## src/hdl/corr_defs.svh

```systemverilog
`ifndef CORR_DEFS_SVH
`define CORR_DEFS_SVH

// Accumulator width, small so saturation is reachable
`define CORR_ACC_W      8
`define CORR_NUM_ANT    24
`define CORR_NUM_PAIRS  12

// Pair tables, entry k in bits [10k+9:10k]
// Each entry is {antenna b, antenna a}, entry 11 first
// Block A correlates neighbours (2k, 2k+1)
`define CORR_PAIRS_A { \
   5'd23, 5'd22, 5'd21, 5'd20, 5'd19, 5'd18, 5'd17, 5'd16, \
   5'd15, 5'd14, 5'd13, 5'd12, 5'd11, 5'd10, 5'd9,  5'd8,  \
   5'd7,  5'd6,  5'd5,  5'd4,  5'd3,  5'd2,  5'd1,  5'd0 }

// Block B correlates across the halves (k, k+12)
`define CORR_PAIRS_B { \
   5'd23, 5'd11, 5'd22, 5'd10, 5'd21, 5'd9,  5'd20, 5'd8,  \
   5'd19, 5'd7,  5'd18, 5'd6,  5'd17, 5'd5,  5'd16, 5'd4,  \
   5'd15, 5'd3,  5'd14, 5'd2,  5'd13, 5'd1,  5'd12, 5'd0 }

`endif

```

## src/hdl/corr_pkg.sv

```systemverilog
`include "corr_defs.svh"

package corr_pkg;

   // --------------------------------------------------
   // Shared vector types
   // --------------------------------------------------

   // Signed accumulator value, two's complement
   typedef logic signed [`CORR_ACC_W-1:0] acc_t;

   // One sample bit per antenna
   typedef logic [`CORR_NUM_ANT-1:0] ant_word_t;

   // Pair number, 0 to 11
   typedef logic [3:0] pair_idx_t;

   // Bus address
   // Bit 5 block select, bit 4 sine/cosine, bits 3..0 pair
   typedef logic [5:0] bus_adr_t;

endpackage

```

## src/hdl/cos_sin_mac.sv

```systemverilog
`timescale 1ns/1ns
`include "corr_defs.svh"

module cos_sin_mac
   import corr_pkg::*;
#(
   parameter int ACC_W = `CORR_ACC_W
) (
   input  logic clk_x,
   input  logic rst,
   input  logic en_i,
   input  logic ar_i,
   input  logic br_i,
   input  logic bi_i,
   input  acc_t dcos_i,
   input  acc_t dsin_i,
   output logic valid_o,
   output acc_t qcos_o,
   output acc_t qsin_o,
   output logic oc_o,
   output logic os_o
);

   // Signed limits of the accumulator
   localparam acc_t ACC_MAX = acc_t'((1 << (ACC_W - 1)) - 1);
   localparam acc_t ACC_MIN = acc_t'(-(1 << (ACC_W - 1)));

   logic cos_up;
   logic sin_up;
   logic cos_sat;
   logic sin_sat;
   acc_t cos_next;
   acc_t sin_next;

   // One +/-1 step with saturation
   // Returns {saturated, next value}
   function automatic logic [ACC_W:0] step_acc(input acc_t acc, input logic up);
      logic sat;
      acc_t nxt;
      sat = up ? (acc == ACC_MAX) : (acc == ACC_MIN);
      if (sat) begin
         nxt = acc;
      end else if (up) begin
         nxt = acc + acc_t'(1);
      end else begin
         nxt = acc - acc_t'(1);
      end
      return {sat, nxt};
   endfunction

   // 1-bit products, equal bits count as +1
   assign cos_up = ar_i ~^ br_i;
   assign sin_up = ar_i ~^ bi_i;

   assign {cos_sat, cos_next} = step_acc(dcos_i, cos_up);
   assign {sin_sat, sin_next} = step_acc(dsin_i, sin_up);

   // Control outputs, one cycle after en_i
   always_ff @(posedge clk_x) begin
      if (rst) begin
         valid_o <= 1'b0;
         oc_o    <= 1'b0;
         os_o    <= 1'b0;
      end else begin
         valid_o <= en_i;
         // Pulse only on a real step that hit a limit
         oc_o    <= en_i & cos_sat;
         os_o    <= en_i & sin_sat;
      end
   end

   // Accumulator results
   always_ff @(posedge clk_x) begin
      if (en_i) begin
         qcos_o <= cos_next;
         qsin_o <= sin_next;
      end
   end

endmodule

```

## src/hdl/correlator.sv

```systemverilog
`timescale 1ns/1ns
`include "corr_defs.svh"

module correlator
   import corr_pkg::*;
#(
   parameter int ACC_W = `CORR_ACC_W,
   parameter logic [10*`CORR_NUM_PAIRS-1:0] PAIRS = `CORR_PAIRS_A
) (
   input  logic       clk_x,
   input  logic       rst,
   input  logic       en_i,
   input  logic       sw_i,
   input  ant_word_t  re_i,
   input  ant_word_t  im_i,
   input  logic       cyc_i,
   input  logic       stb_i,
   input  logic [4:0] adr_i,
   output logic       ack_o,
   output acc_t       dat_o,
   output logic       overflow_cos_o,
   output logic       overflow_sin_o
);

   localparam pair_idx_t PAIR_LAST = pair_idx_t'(`CORR_NUM_PAIRS - 1);

   // Pair sequencer
   pair_idx_t pair_q;
   logic      pair_wrap;

   // Bank control
   logic bank_q;
   logic swap_q;
   logic clear_q;

   // Pair table lookup
   logic [9:0] pair_entry;
   logic [4:0] ant_a;
   logic [4:0] ant_b;

   // Pipeline, read stage
   logic       go_q;
   logic       ar_q;
   logic       br_q;
   logic       bi_q;
   acc_t       dcos_q;
   acc_t       dsin_q;
   logic [4:0] wt_adr_q;

   // Pipeline, MAC and write stage
   logic       valid;
   logic       oc;
   logic       os;
   acc_t       qcos;
   acc_t       qsin;
   logic [4:0] wr_adr_q;

   // Accumulator RAMs, address {bank, pair}
   logic signed [ACC_W-1:0] cos_ram [32];
   logic signed [ACC_W-1:0] sin_ram [32];

   // Bus read address, always the inactive bank
   logic [4:0] rd_adr;

   // --------------------------------------------------
   // Pair sequencer
   // --------------------------------------------------
   assign pair_wrap = (pair_q == PAIR_LAST);

   always_ff @(posedge clk_x) begin
      if (rst) begin
         pair_q <= '0;
      end else if (en_i) begin
         pair_q <= pair_wrap ? '0 : pair_q + pair_idx_t'(1);
      end
   end

   // --------------------------------------------------
   // Bank switch and clear
   // --------------------------------------------------
   // Switch is armed by sw_i and taken on the next en_i at pair 11
   always_ff @(posedge clk_x) begin
      if (rst) begin
         bank_q  <= 1'b0;
         swap_q  <= 1'b0;
         clear_q <= 1'b1;
      end else if (en_i && pair_wrap && swap_q) begin
         bank_q  <= ~bank_q;
         swap_q  <= 1'b0;
         clear_q <= 1'b1;
      end else begin
         if (sw_i) begin
            swap_q <= 1'b1;
         end
         // One full pass done, new bank is zeroed
         if (en_i && pair_wrap) begin
            clear_q <= 1'b0;
         end
      end
   end

   // --------------------------------------------------
   // Pair table and antenna select
   // --------------------------------------------------
   assign pair_entry = PAIRS[pair_q*10 +: 10];
   assign ant_a      = pair_entry[4:0];
   assign ant_b      = pair_entry[9:5];

   // --------------------------------------------------
   // Read stage
   // --------------------------------------------------
   always_ff @(posedge clk_x) begin
      if (rst) begin
         go_q <= 1'b0;
      end else begin
         go_q <= en_i;
      end
   end

   always_ff @(posedge clk_x) begin
      if (en_i) begin
         // Zero input while clearing
         dcos_q   <= clear_q ? '0 : cos_ram[{bank_q, pair_q}];
         dsin_q   <= clear_q ? '0 : sin_ram[{bank_q, pair_q}];
         ar_q     <= re_i[ant_a];
         br_q     <= re_i[ant_b];
         bi_q     <= im_i[ant_b];
         wt_adr_q <= {bank_q, pair_q};
      end
      // Address follows the sample into the MAC
      if (go_q) begin
         wr_adr_q <= wt_adr_q;
      end
   end

   // --------------------------------------------------
   // MAC and write-back
   // --------------------------------------------------
   cos_sin_mac #(
      .ACC_W   (ACC_W)
   ) mac_i (
      .clk_x   (clk_x),
      .rst     (rst),
      .en_i    (go_q),
      .ar_i    (ar_q),
      .br_i    (br_q),
      .bi_i    (bi_q),
      .dcos_i  (dcos_q),
      .dsin_i  (dsin_q),
      .valid_o (valid),
      .qcos_o  (qcos),
      .qsin_o  (qsin),
      .oc_o    (oc),
      .os_o    (os)
   );

   // Write two cycles after en_i
   always_ff @(posedge clk_x) begin
      if (valid) begin
         cos_ram[wr_adr_q] <= qcos;
         sin_ram[wr_adr_q] <= qsin;
      end
   end

   // Overflow pulses made sticky
   always_ff @(posedge clk_x) begin
      if (rst) begin
         overflow_cos_o <= 1'b0;
         overflow_sin_o <= 1'b0;
      end else begin
         if (oc) begin
            overflow_cos_o <= 1'b1;
         end
         if (os) begin
            overflow_sin_o <= 1'b1;
         end
      end
   end

   // --------------------------------------------------
   // Bus read port
   // --------------------------------------------------
   assign rd_adr = {~bank_q, adr_i[3:0]};

   // Every strobe is acked, one cycle later
   always_ff @(posedge clk_x) begin
      if (rst) begin
         ack_o <= 1'b0;
      end else begin
         ack_o <= cyc_i & stb_i;
      end
   end

   always_ff @(posedge clk_x) begin
      if (cyc_i && stb_i) begin
         // Bit 4 picks sine over cosine
         dat_o <= adr_i[4] ? sin_ram[rd_adr] : cos_ram[rd_adr];
      end
   end

endmodule

```

## src/hdl/correlator_array.sv

```systemverilog
`timescale 1ns/1ns
`include "corr_defs.svh"

module correlator_array
   import corr_pkg::*;
(
   input  logic       clk_x,
   input  logic       rst,
   input  logic       en_i,
   input  logic       sw_i,
   input  ant_word_t  re_i,
   input  ant_word_t  im_i,
   input  logic       cyc_i,
   input  logic       stb_i,
   input  bus_adr_t   adr_i,
   output logic       ack_o,
   output acc_t       dat_o,
   output logic [1:0] overflow_o
);

   // Per-block bus and flag signals, index is the block
   logic [1:0] blk_cyc;
   logic [1:0] blk_stb;
   logic [1:0] blk_ack;
   logic [1:0] blk_oc;
   logic [1:0] blk_os;
   acc_t       blk_dat [2];

   // Block select held for the read data
   logic sel_q;

   // --------------------------------------------------
   // Block select
   // --------------------------------------------------
   assign blk_cyc = {cyc_i & adr_i[5], cyc_i & ~adr_i[5]};
   assign blk_stb = {stb_i & adr_i[5], stb_i & ~adr_i[5]};

   always_ff @(posedge clk_x) begin
      if (cyc_i && stb_i) begin
         sel_q <= adr_i[5];
      end
   end

   // --------------------------------------------------
   // Correlator blocks
   // --------------------------------------------------
   // Same antennas, different pair tables
   correlator #(
      .ACC_W          (`CORR_ACC_W),
      .PAIRS          (`CORR_PAIRS_A)
   ) corr_a_i (
      .clk_x          (clk_x),
      .rst            (rst),
      .en_i           (en_i),
      .sw_i           (sw_i),
      .re_i           (re_i),
      .im_i           (im_i),
      .cyc_i          (blk_cyc[0]),
      .stb_i          (blk_stb[0]),
      .adr_i          (adr_i[4:0]),
      .ack_o          (blk_ack[0]),
      .dat_o          (blk_dat[0]),
      .overflow_cos_o (blk_oc[0]),
      .overflow_sin_o (blk_os[0])
   );

   correlator #(
      .ACC_W          (`CORR_ACC_W),
      .PAIRS          (`CORR_PAIRS_B)
   ) corr_b_i (
      .clk_x          (clk_x),
      .rst            (rst),
      .en_i           (en_i),
      .sw_i           (sw_i),
      .re_i           (re_i),
      .im_i           (im_i),
      .cyc_i          (blk_cyc[1]),
      .stb_i          (blk_stb[1]),
      .adr_i          (adr_i[4:0]),
      .ack_o          (blk_ack[1]),
      .dat_o          (blk_dat[1]),
      .overflow_cos_o (blk_oc[1]),
      .overflow_sin_o (blk_os[1])
   );

   // --------------------------------------------------
   // Read data and flags
   // --------------------------------------------------
   assign dat_o = sel_q ? blk_dat[1] : blk_dat[0];
   assign ack_o = |blk_ack;

   // Bit 0 cosine, bit 1 sine
   assign overflow_o = {|blk_os, |blk_oc};

endmodule

```

## config.mk

```make
export PLATFORM = sky130hd
export DESIGN_NAME = correlator_array
export DESIGN_NICKNAME = d
export VERILOG_FILES = /design/src/hdl/corr_pkg.sv /design/src/hdl/cos_sin_mac.sv /design/src/hdl/correlator.sv /design/src/hdl/correlator_array.sv
export VERILOG_INCLUDE_DIRS = /design/src /design/src/hdl
export SDC_FILE = /design/constraint.sdc
export NUM_CORES = 1
export LEC_CHECK = 0
export CORE_MARGIN = 2
export CORE_UTILIZATION = 58
export DETAILED_ROUTE_END_ITERATION = 7
export DONT_BUFFER_PORTS = 1
export PLACE_DENSITY_LB_ADDON = 0.2
export SLEW_MARGIN = 0
export SYNTH_ARGS = -nofsm -noshare
export SYNTH_HDL_FRONTEND = slang
export SYNTH_SLANG_ARGS = --single-unit
export TNS_END_PERCENT = 30
```

## constraint.sdc

```tcl
create_clock -name clk_x -period 2.5 [get_ports clk_x]
set_input_delay 0.375 -clock clk_x [delete_from_list [all_inputs] [get_ports clk_x]]
set_output_delay 0.375 -clock clk_x [all_outputs]
set_load 0.01 [all_outputs]
```

==> insert_results.sql, run 1 <==
INSERT INTO impl_metrics (metric_group, metric, value, unit) VALUES
('status', 'run_status', 'complete, no violations', ''),
('clocking', 'clk_pin_slew_worst_paths', '0.06', 'ns'),
('yosys', 'mean_syn_cell_area', '19.4', 'sq um'),
('die', 'io_pins', '71', ''),
('final_layout', 'layout_utilization', '65.7', '%'),
('power', 'leakagePower', '19.3', 'nW'),
('place', 'hpwlAfterDp', '87700', 'microns'),
('global_route', 'grt_pass1_vias', '31028', ''),
('die', 'chipHeight', '309', 'microns'),
('global_route', 'grt_first_pass_wirelength', '208000', 'microns'),
('timing', 'clock-skew-final', '0.0192', 'ns'),
('worst_hold_path', 'worst_hold_startpoint', 're_i[0]', ''),
('critical_path', 'worstPathArrival', '2.84', 'ns'),
('routing', 'met3RoutedLength', '17100', 'microns'),
('critical_path', 'critical_path.startpoint', 'corr_b_i.pair_q[1]', ''),
('yosys', 'postSynthCellCount', '2792', ''),
('final_layout', 'n_fill_cell', '5955', ''),
('final_layout', 'antenna_cells', '0', ''),
('critical_path', 'ff2ff_path_depth', '5', ''),
('global_route', 'grt_start_max_net_pins', '252', ''),
('die', 'starting_density', '58.2', '%'),
('yosys', 'post_synth_most_frequent_cells', '1131 x sky130_fd_sc_hd__edfxtp_1, 567 x sky130_fd_sc_hd__mux4_2, 152 x sky130_fd_sc_hd__nor2_1, 150 x sky130_fd_sc_hd__mux2i_1, 88 x sky130_fd_sc_hd__nand2_1', ''),
('routing', 'topRoutingLayerUsed', 'met4', ''),
('power', 'power.share.switching', '21.7', '%'),
('routing', 'routed-wl-met2', '67100', 'microns'),
('yosys', 'syn-num-nets', '2861', ''),
('place', 'weighted_congestion_reported_at_the_end_of_routability_driven_placement', '0.895', ''),
('power', 'cell_internal_pwr', '33.2', 'mW'),
('die', 'rows', '112', ''),
('global_route', 'grt_overflow_total', '0', ''),
('critical_path', 'cp_max_fo', '26', ''),
('timing', 'layout_worst_path_cycle_share', '96.7', '%'),
('die', 'floorplan.die_area', '95700', 'sq um'),
('final_layout', 'p_r_area_growth_vs_syn', '12.8', '%'),
('power', 'sequentialPowerShare', '51.9', '%'),
('routing', 'wire_per_inst', '33.6', 'microns'),
('timing', 'max_slew_margin', '26.8', '%'),
('global_route', 'grt_antenna_before_repair', '2', ''),
('timing', 'tns', '0', 'ns'),
('die', 'coreArea', '92900', 'sq um'),
('global_route', 'track_usage', '30.5', '%'),
('routing', 'drt.antenna.violating_nets', '0', ''),
('routing', 'remaining_drc_errors', '0', ''),
('yosys', 'sequential_to_total_area_share_from_yosys_stat', '63.7', '%'),
('power', 'p_clk_share', '40.5', '%'),
('final_layout', 'area.sequential', '34500', 'sq um'),
('clocking', 'cts_inserted_buffers', '113', ''),
('yosys', 'synth_top_area_cell', 'sky130_fd_sc_hd__edfxtp_1', ''),
('clocking', 'max-clock-path-buffers', '3', ''),
('yosys', 'synth_area_leaders', 'sky130_fd_sc_hd__edfxtp_1 63%, sky130_fd_sc_hd__mux4_2 24%, sky130_fd_sc_hd__mux2i_1 2.8%', ''),
('yosys', 'synth_flop_cell', 'sky130_fd_sc_hd__edfxtp_1', ''),
('power', 'p_comb_share', '7.7', '%'),
('yosys', 'ys_async_sr_fraction', '0', '%'),
('power', 'power_per_cell_area', '693', 'nW/um^2'),
('routing', 'drt-pass1-iter-count', '5', ''),
('final_layout', 'post_route_cells_drive_above_1_share', '36.2', '%'),
('clocking', 'htree_levels', '3', ''),
('worst_hold_path', 'worst_hold_path.endpoint', 'corr_a_i.br_q', ''),
('yosys', 'synthDistinctLibCells', '66', ''),
('yosys', 'synth_seq_cells', '1157', ''),
('yosys', 'netlist.area_leader.share', '62.8', '%'),
('timing', 'setup_viol_count_final', '0', ''),
('place', 'place.detailed.instances', '4062', ''),
('critical_path', 'timing.critical_path.to_type', 'flop', ''),
('yosys', 'yosysWarnings', '0', ''),
('routing', 'num_vias', '30732', ''),
('clocking', 'clock-sinks', '1157', ''),
('job', 'maxCapViolations', '0', ''),
('yosys', 'synth_edf_count', '1131', ''),
('clocking', 'clk_root_buffer_cell', 'sky130_fd_sc_hd__clkbuf_16', ''),
('clocking', 'tritoncts_clock_tree', 'yes', '');
what timing repair did:
item                                    CTS  global route
endpoints found under the setup margin    1             7
buffers inserted                          2             0
resized for setup                         1             4
pin swaps                                 0             0
hold endpoints to repair                 71             0
hold buffers                             10             0
metal layers:
| layer | GRT usage, % | vias to the layer above |
|---|---|---|
| li1 | - | 12213 |
| met1 | 44.0 | 16236 |
| met3 | 6.28 | 305 |
| met5 | 0 | - |
| met4 | 10.8 | 0 |
| met2 | 47.0 | 1978 |
critical path, stage by stage (launching register included):
cell and delay [ns]:
sky130_fd_sc_hd__dfxtp_4 0.61, sky130_fd_sc_hd__buf_12 0.29, sky130_fd_sc_hd__mux4_2 0.53, sky130_fd_sc_hd__mux2i_1 0.33, sky130_fd_sc_hd__mux4_2 0.30, sky130_fd_sc_hd__nor2_1 0.04
flip-flops by register name, summed over array words and instances (netlist names), 4 cells and up:
| name | cells |
|---|---|
| corr_a_i.cos_ram | 256 |
| corr_a_i.dat_o | 8 |
| corr_a_i.dcos_q | 8 |
| corr_a_i.dsin_q | 8 |
| corr_a_i.mac_i.qcos_o | 8 |
| corr_a_i.mac_i.qsin_o | 8 |
| corr_a_i.pair_q | 4 |
| corr_a_i.sin_ram | 256 |
| corr_a_i.wr_adr_q | 5 |
| corr_a_i.wt_adr_q | 5 |
| corr_b_i.cos_ram | 256 |
| corr_b_i.dat_o | 8 |
| corr_b_i.dcos_q | 8 |
| corr_b_i.dsin_q | 8 |
| corr_b_i.mac_i.qcos_o | 8 |
| corr_b_i.mac_i.qsin_o | 8 |
| corr_b_i.pair_q | 4 |
| corr_b_i.sin_ram | 256 |
| corr_b_i.wr_adr_q | 5 |
| corr_b_i.wt_adr_q | 5 |
layout make-up:
cell class	instances	share of cell area [%]
timing repair buffer	226	3.97
clock inverter	72	1.10
multi-input combinational	1414	30.7
sequential	1157	56.5
tap	1254	2.57
clock buffer	135	4.98
inverter	23	0.141
power groups by stage:
stage | combinational (mW) | sequential, mW | clock, mW
after floorplan | 2.41 | 22.2 | 0
after global placement | 3.08 | 22.3 | 0
after detailed placement | 3.13 | 22.4 | 0
after CTS | 3.22 | 21.9 | 17.3
after global routing | 3.41 | 22.0 | 18.0
final | 3.25 | 21.9 | 17.1
worst max-delay path by stage:
| stage | to | slack [ns] | cells after the start |
|---|---|---|---|
| finish | corr_b_i.dsin_q[0] | 0.08 | 5 |
| global route | corr_b_i.dcos_q[0] | 0.004 | 6 |
| CTS | corr_b_i.mac_i.qsin_o[6] | 0.07 | 8 |
| detailed placement | corr_a_i.dsin_q[3] | 0.05 | 5 |
| global placement | corr_a_i.dsin_q[7] | 0.07 | 5 |
| floorplan | corr_a_i.mac_i.qcos_o[6] | 0.05 | 9 |
metrics by stage:
step	total power, mW	hold WS (ns)	instance area (sq um)
6_report	42.3	0.0345	61000
5_1_grt	43.4	0.0391	61000
4_1_cts	42.5	0.00195	61000
3_5_place_dp	25.5	0.407	57200
3_3_place_gp	25.4	0.401	57200
2_1_floorplan	24.6	0.400	54100
logic make-up (layout without fill, tap and decap cells):
kind of cell | Yosys count | count (layout) | synth area share [%]
fa+ha+maj | 9 | 9 | 0.208
simple gates | 389 | 389 | 3.36
buf+inv | 221 | 456 | 1.94
xor+xnor | 41 | 41 | 0.664
mux | 759 | 759 | 27.3
flops | 1157 | 1157 | 63.7
compound gates | 216 | 216 | 2.83
layout by cell type (no fill, tap or decap), drive strengths merged, types with 33 or more instances in the layout:
cell and n:
clkinv 51, a21oi 38, nor2 152, buf 217, edfxtp 1131, nand2 88
mux2 42, xnor2 33, mux2i 150, clkbuf 135, mux4 567
No activity file was read; power rests on OpenSTA's default activity.
==> run 2: changes to the inputs <==
==> constraint.sdc (replaced) <==
create_clock -name clk_x -period 2.2 [get_ports clk_x]
set_input_delay 0.33 -clock clk_x [delete_from_list [all_inputs] [get_ports clk_x]]
set_output_delay 0.33 -clock clk_x [all_outputs]
set_load 0.01 [all_outputs]
==> insert_results.sql, run 2 (same netlist as run 1, synthesis figures left out) <==
INSERT INTO impl_metrics (metric_group, metric, value, unit) VALUES
('global_route', 'grt_first_pass_wirelength', '212000', 'microns'),
('critical_path', 'timing.critical_path.to_type', 'flop', ''),
('routing', 'wire_per_inst', '33.7', 'microns'),
('global_route', 'grt_start_max_net_pins', '252', ''),
('critical_path', 'worst_reg2reg_endpoint', 'corr_a_i.dsin_q[2]', ''),
('final_layout', 'final_cell_mix', '1131 x sky130_fd_sc_hd__edfxtp_1, 567 x sky130_fd_sc_hd__mux4_2, 193 x sky130_fd_sc_hd__buf_4', ''),
('timing', 'max_slew_margin', '21.4', '%'),
('final_layout', 'stdcell_area', '62800', 'sq um'),
('clocking', 'tritoncts_clock_tree', 'yes', ''),
('power', 'power.ir.vdd_worst', '0.612', 'mV'),
('timing', 'holdWs', '0.0516', 'ns'),
('global_route', 'grt_pass1_vias', '31385', ''),
('power', 'power_per_cell_area', '782', 'nW/um^2'),
('critical_path', 'timing.setup.critical_path_class', 'flop to flop', ''),
('final_layout', 'design.final.nets', '3099', ''),
('timing', 'hold_viol', '0', ''),
('worst_hold_path', 'worst_hold_startpoint', 'en_i', ''),
('final_layout', 'layout.cells.most_common', 'sky130_fd_sc_hd__edfxtp_1', ''),
('status', 'run_status', 'finished, violations left', ''),
('die', 'io_pins', '71', ''),
('place', 'weighted_congestion_reported_at_the_end_of_routability_driven_placement', '0.897', ''),
('timing', 'layout_worst_path_cycle_share', '107', '%'),
('routing', 'num_vias', '31177', ''),
('routing', 'ratio_of_routed_vias_to_standard_cells', '7.11', ''),
('timing', 'clock-skew-final', '0.0250', 'ns'),
('die', 'rows', '112', ''),
('global_route', 'grt_overflow_total', '0', ''),
('die', 'starting_density', '58.2', '%'),
('final_layout', 'n_fill_cell', '5831', ''),
('routing', 'routed_wire_length', '148000', 'microns'),
('job', 'maxCapViolations', '0', ''),
('timing', 'setup_ws', '-0.144', 'ns'),
('clocking', 'clk_root_buffer_cell', 'sky130_fd_sc_hd__clkbuf_16', ''),
('timing', 'timing_worst_slew_pin_value', '1.18', 'ns'),
('final_layout', 'layout_utilization', '67.6', '%'),
('clocking', 'cts_inserted_buffers', '116', ''),
('clocking', 'htree_levels', '3', ''),
('place', 'hpwlAfterDp', '90600', 'microns'),
('critical_path', 'reg2reg_slack', '-0.14', 'ns'),
('routing', 'initialDrtViolationCount', '4838', ''),
('critical_path', 'worstReg2RegStart', 'corr_a_i.pair_q[0]', ''),
('final_layout', 'multiInputGateArea', '19100', 'sq um'),
('clocking', 'max-clock-path-buffers', '3', ''),
('critical_path', 'worstPathArrival', '2.78', 'ns'),
('final_layout', 'finalNonFillerCells', '4382', ''),
('timing', 'maximum_operating_frequency', '427', 'MHz'),
('timing', 'slew_violations', '0', ''),
('routing', 'remaining_drc_errors', '0', ''),
('critical_path', 'worstSetupStartpointType', 'flop', ''),
('die', 'coreArea', '92900', 'sq um'),
('die', 'die_outline_width', '309', 'microns'),
('timing', 'finalWorstPathRequiredPeriod', '2.34', 'ns'),
('global_route', 'grt_antenna_before_repair', '4', ''),
('critical_path', 'cp_max_fo', '7', ''),
('worst_hold_path', 'hp-class', 'input port to flop', ''),
('global_route', 'track_usage', '31.0', '%'),
('critical_path', 'critical_path.startpoint', 'corr_a_i.pair_q[0]', ''),
('routing', 'drt.antenna.violating_nets', '0', ''),
('timing', 'tns', '-1.98', 'ns'),
('worst_hold_path', 'worst_hold_path.endpoint', 'corr_a_i.pair_q[3]', ''),
('clocking', 'clock-sinks', '1157', ''),
('power', 'leakagePower', '20.0', 'nW'),
('die', 'chipHeight', '309', 'microns'),
('final_layout', 'antenna_cells', '0', ''),
('place', 'placement.cell_area', '58100', 'sq um'),
('place', 'place.port_buffers', '0', ''),
('final_layout', 'post_route_cells_drive_above_1_share', '39.8', '%'),
('critical_path', 'ff2ff_path_depth', '6', ''),
('die', 'floorplan.die_area', '95700', 'sq um'),
('worst_hold_path', 'worst_hold_path.num_cells', '4', ''),
('status', 'violations_in_the_final_reports', 'negative setup slack', ''),
('final_layout', 'area.sequential', '34500', 'sq um'),
('place', 'place.detailed.instances', '4129', ''),
('timing', 'unrepaired_setup_endpoints_after_global_routing', 'true', ''),
('routing', 'drt-pass1-iter-count', '6', ''),
('final_layout', 'p_r_area_growth_vs_syn', '16.1', '%'),
('clocking', 'worstSkewPairLatency', '0.70', 'ns'),
('clocking', 'clk_pin_slew_worst_paths', '0.07', 'ns'),
('critical_path', 'worst-endpoint-required', '2.63', 'ns'),
('timing', 'setup_viol_count_final', '37', '');
==> run 2: critical path, stage by stage (launching register included) <==
cell	delay (ns)
sky130_fd_sc_hd__dfxtp_4	0.43
sky130_fd_sc_hd__buf_12	0.16
sky130_fd_sc_hd__buf_12	0.14
sky130_fd_sc_hd__mux4_2	0.50
sky130_fd_sc_hd__mux4_2	0.54
sky130_fd_sc_hd__mux2i_2	0.23
sky130_fd_sc_hd__nor2_1	0.09
==> run 2: metrics by stage <==
step / total power, mW / worst slack (ns)
floorplan: 28.0 / -0.0383
global placement: 29.0 / -0.288
detailed placement: 29.1 / -0.406
CTS: 49.0 / -0.120
global route: 50.3 / -0.187
finish: 49.1 / -0.144
==> run 2: how the worst max path moves through the flow <==
stage / end / slack [ns] / cells past startpoint
global route: corr_b_i.mac_i.qsin_o[6] / -0.19 / 7
global placement: corr_b_i.mac_i.qsin_o[6] / -0.29 / 8
detailed placement: corr_b_i.mac_i.qsin_o[6] / -0.41 / 8
finish: corr_a_i.dsin_q[2] / -0.14 / 6
CTS: corr_a_i.dsin_q[6] / -0.12 / 6
floorplan: corr_a_i.mac_i.qcos_o[6] / -0.04 / 9
==> run 2: layout make-up <==
cell class / count / share of cell area (%)
Clock inverter: 74 / 1.25
Inverter: 23 / 0.138
Clock buffer: 142 / 4.90
Timing Repair Buffer: 318 / 5.91
Multi-Input combinational cell: 1414 / 30.3
Tap cell: 1254 / 2.50
Sequential cell: 1157 / 55.0
==> run 2: report_power, final <==
group / switching (mW) / internal [mW]
logic: 1.90 / 2.26
clock network: 8.34 / 11.8
registers: 0.349 / 24.5
total: 10.6 / 38.5
==> run 2: repair_timing <==
action | CTS | global route
gates resized for setup | 41 | 65
gates cloned | 0 | 3
hold buffers | 12 | 0
setup buffers | 10 | 14
endpoints found under the hold margin | 84 | 0
pin swaps | 4 | 20
setup endpoints to repair | 49 | 64
==> run 2: per-layer routing <==
metal,GRT usage [%],share of wire [%]
met1,45.0,37
met5,0,0.022
met4,9.88,3.1
met3,6.91,13
met2,47.6,47
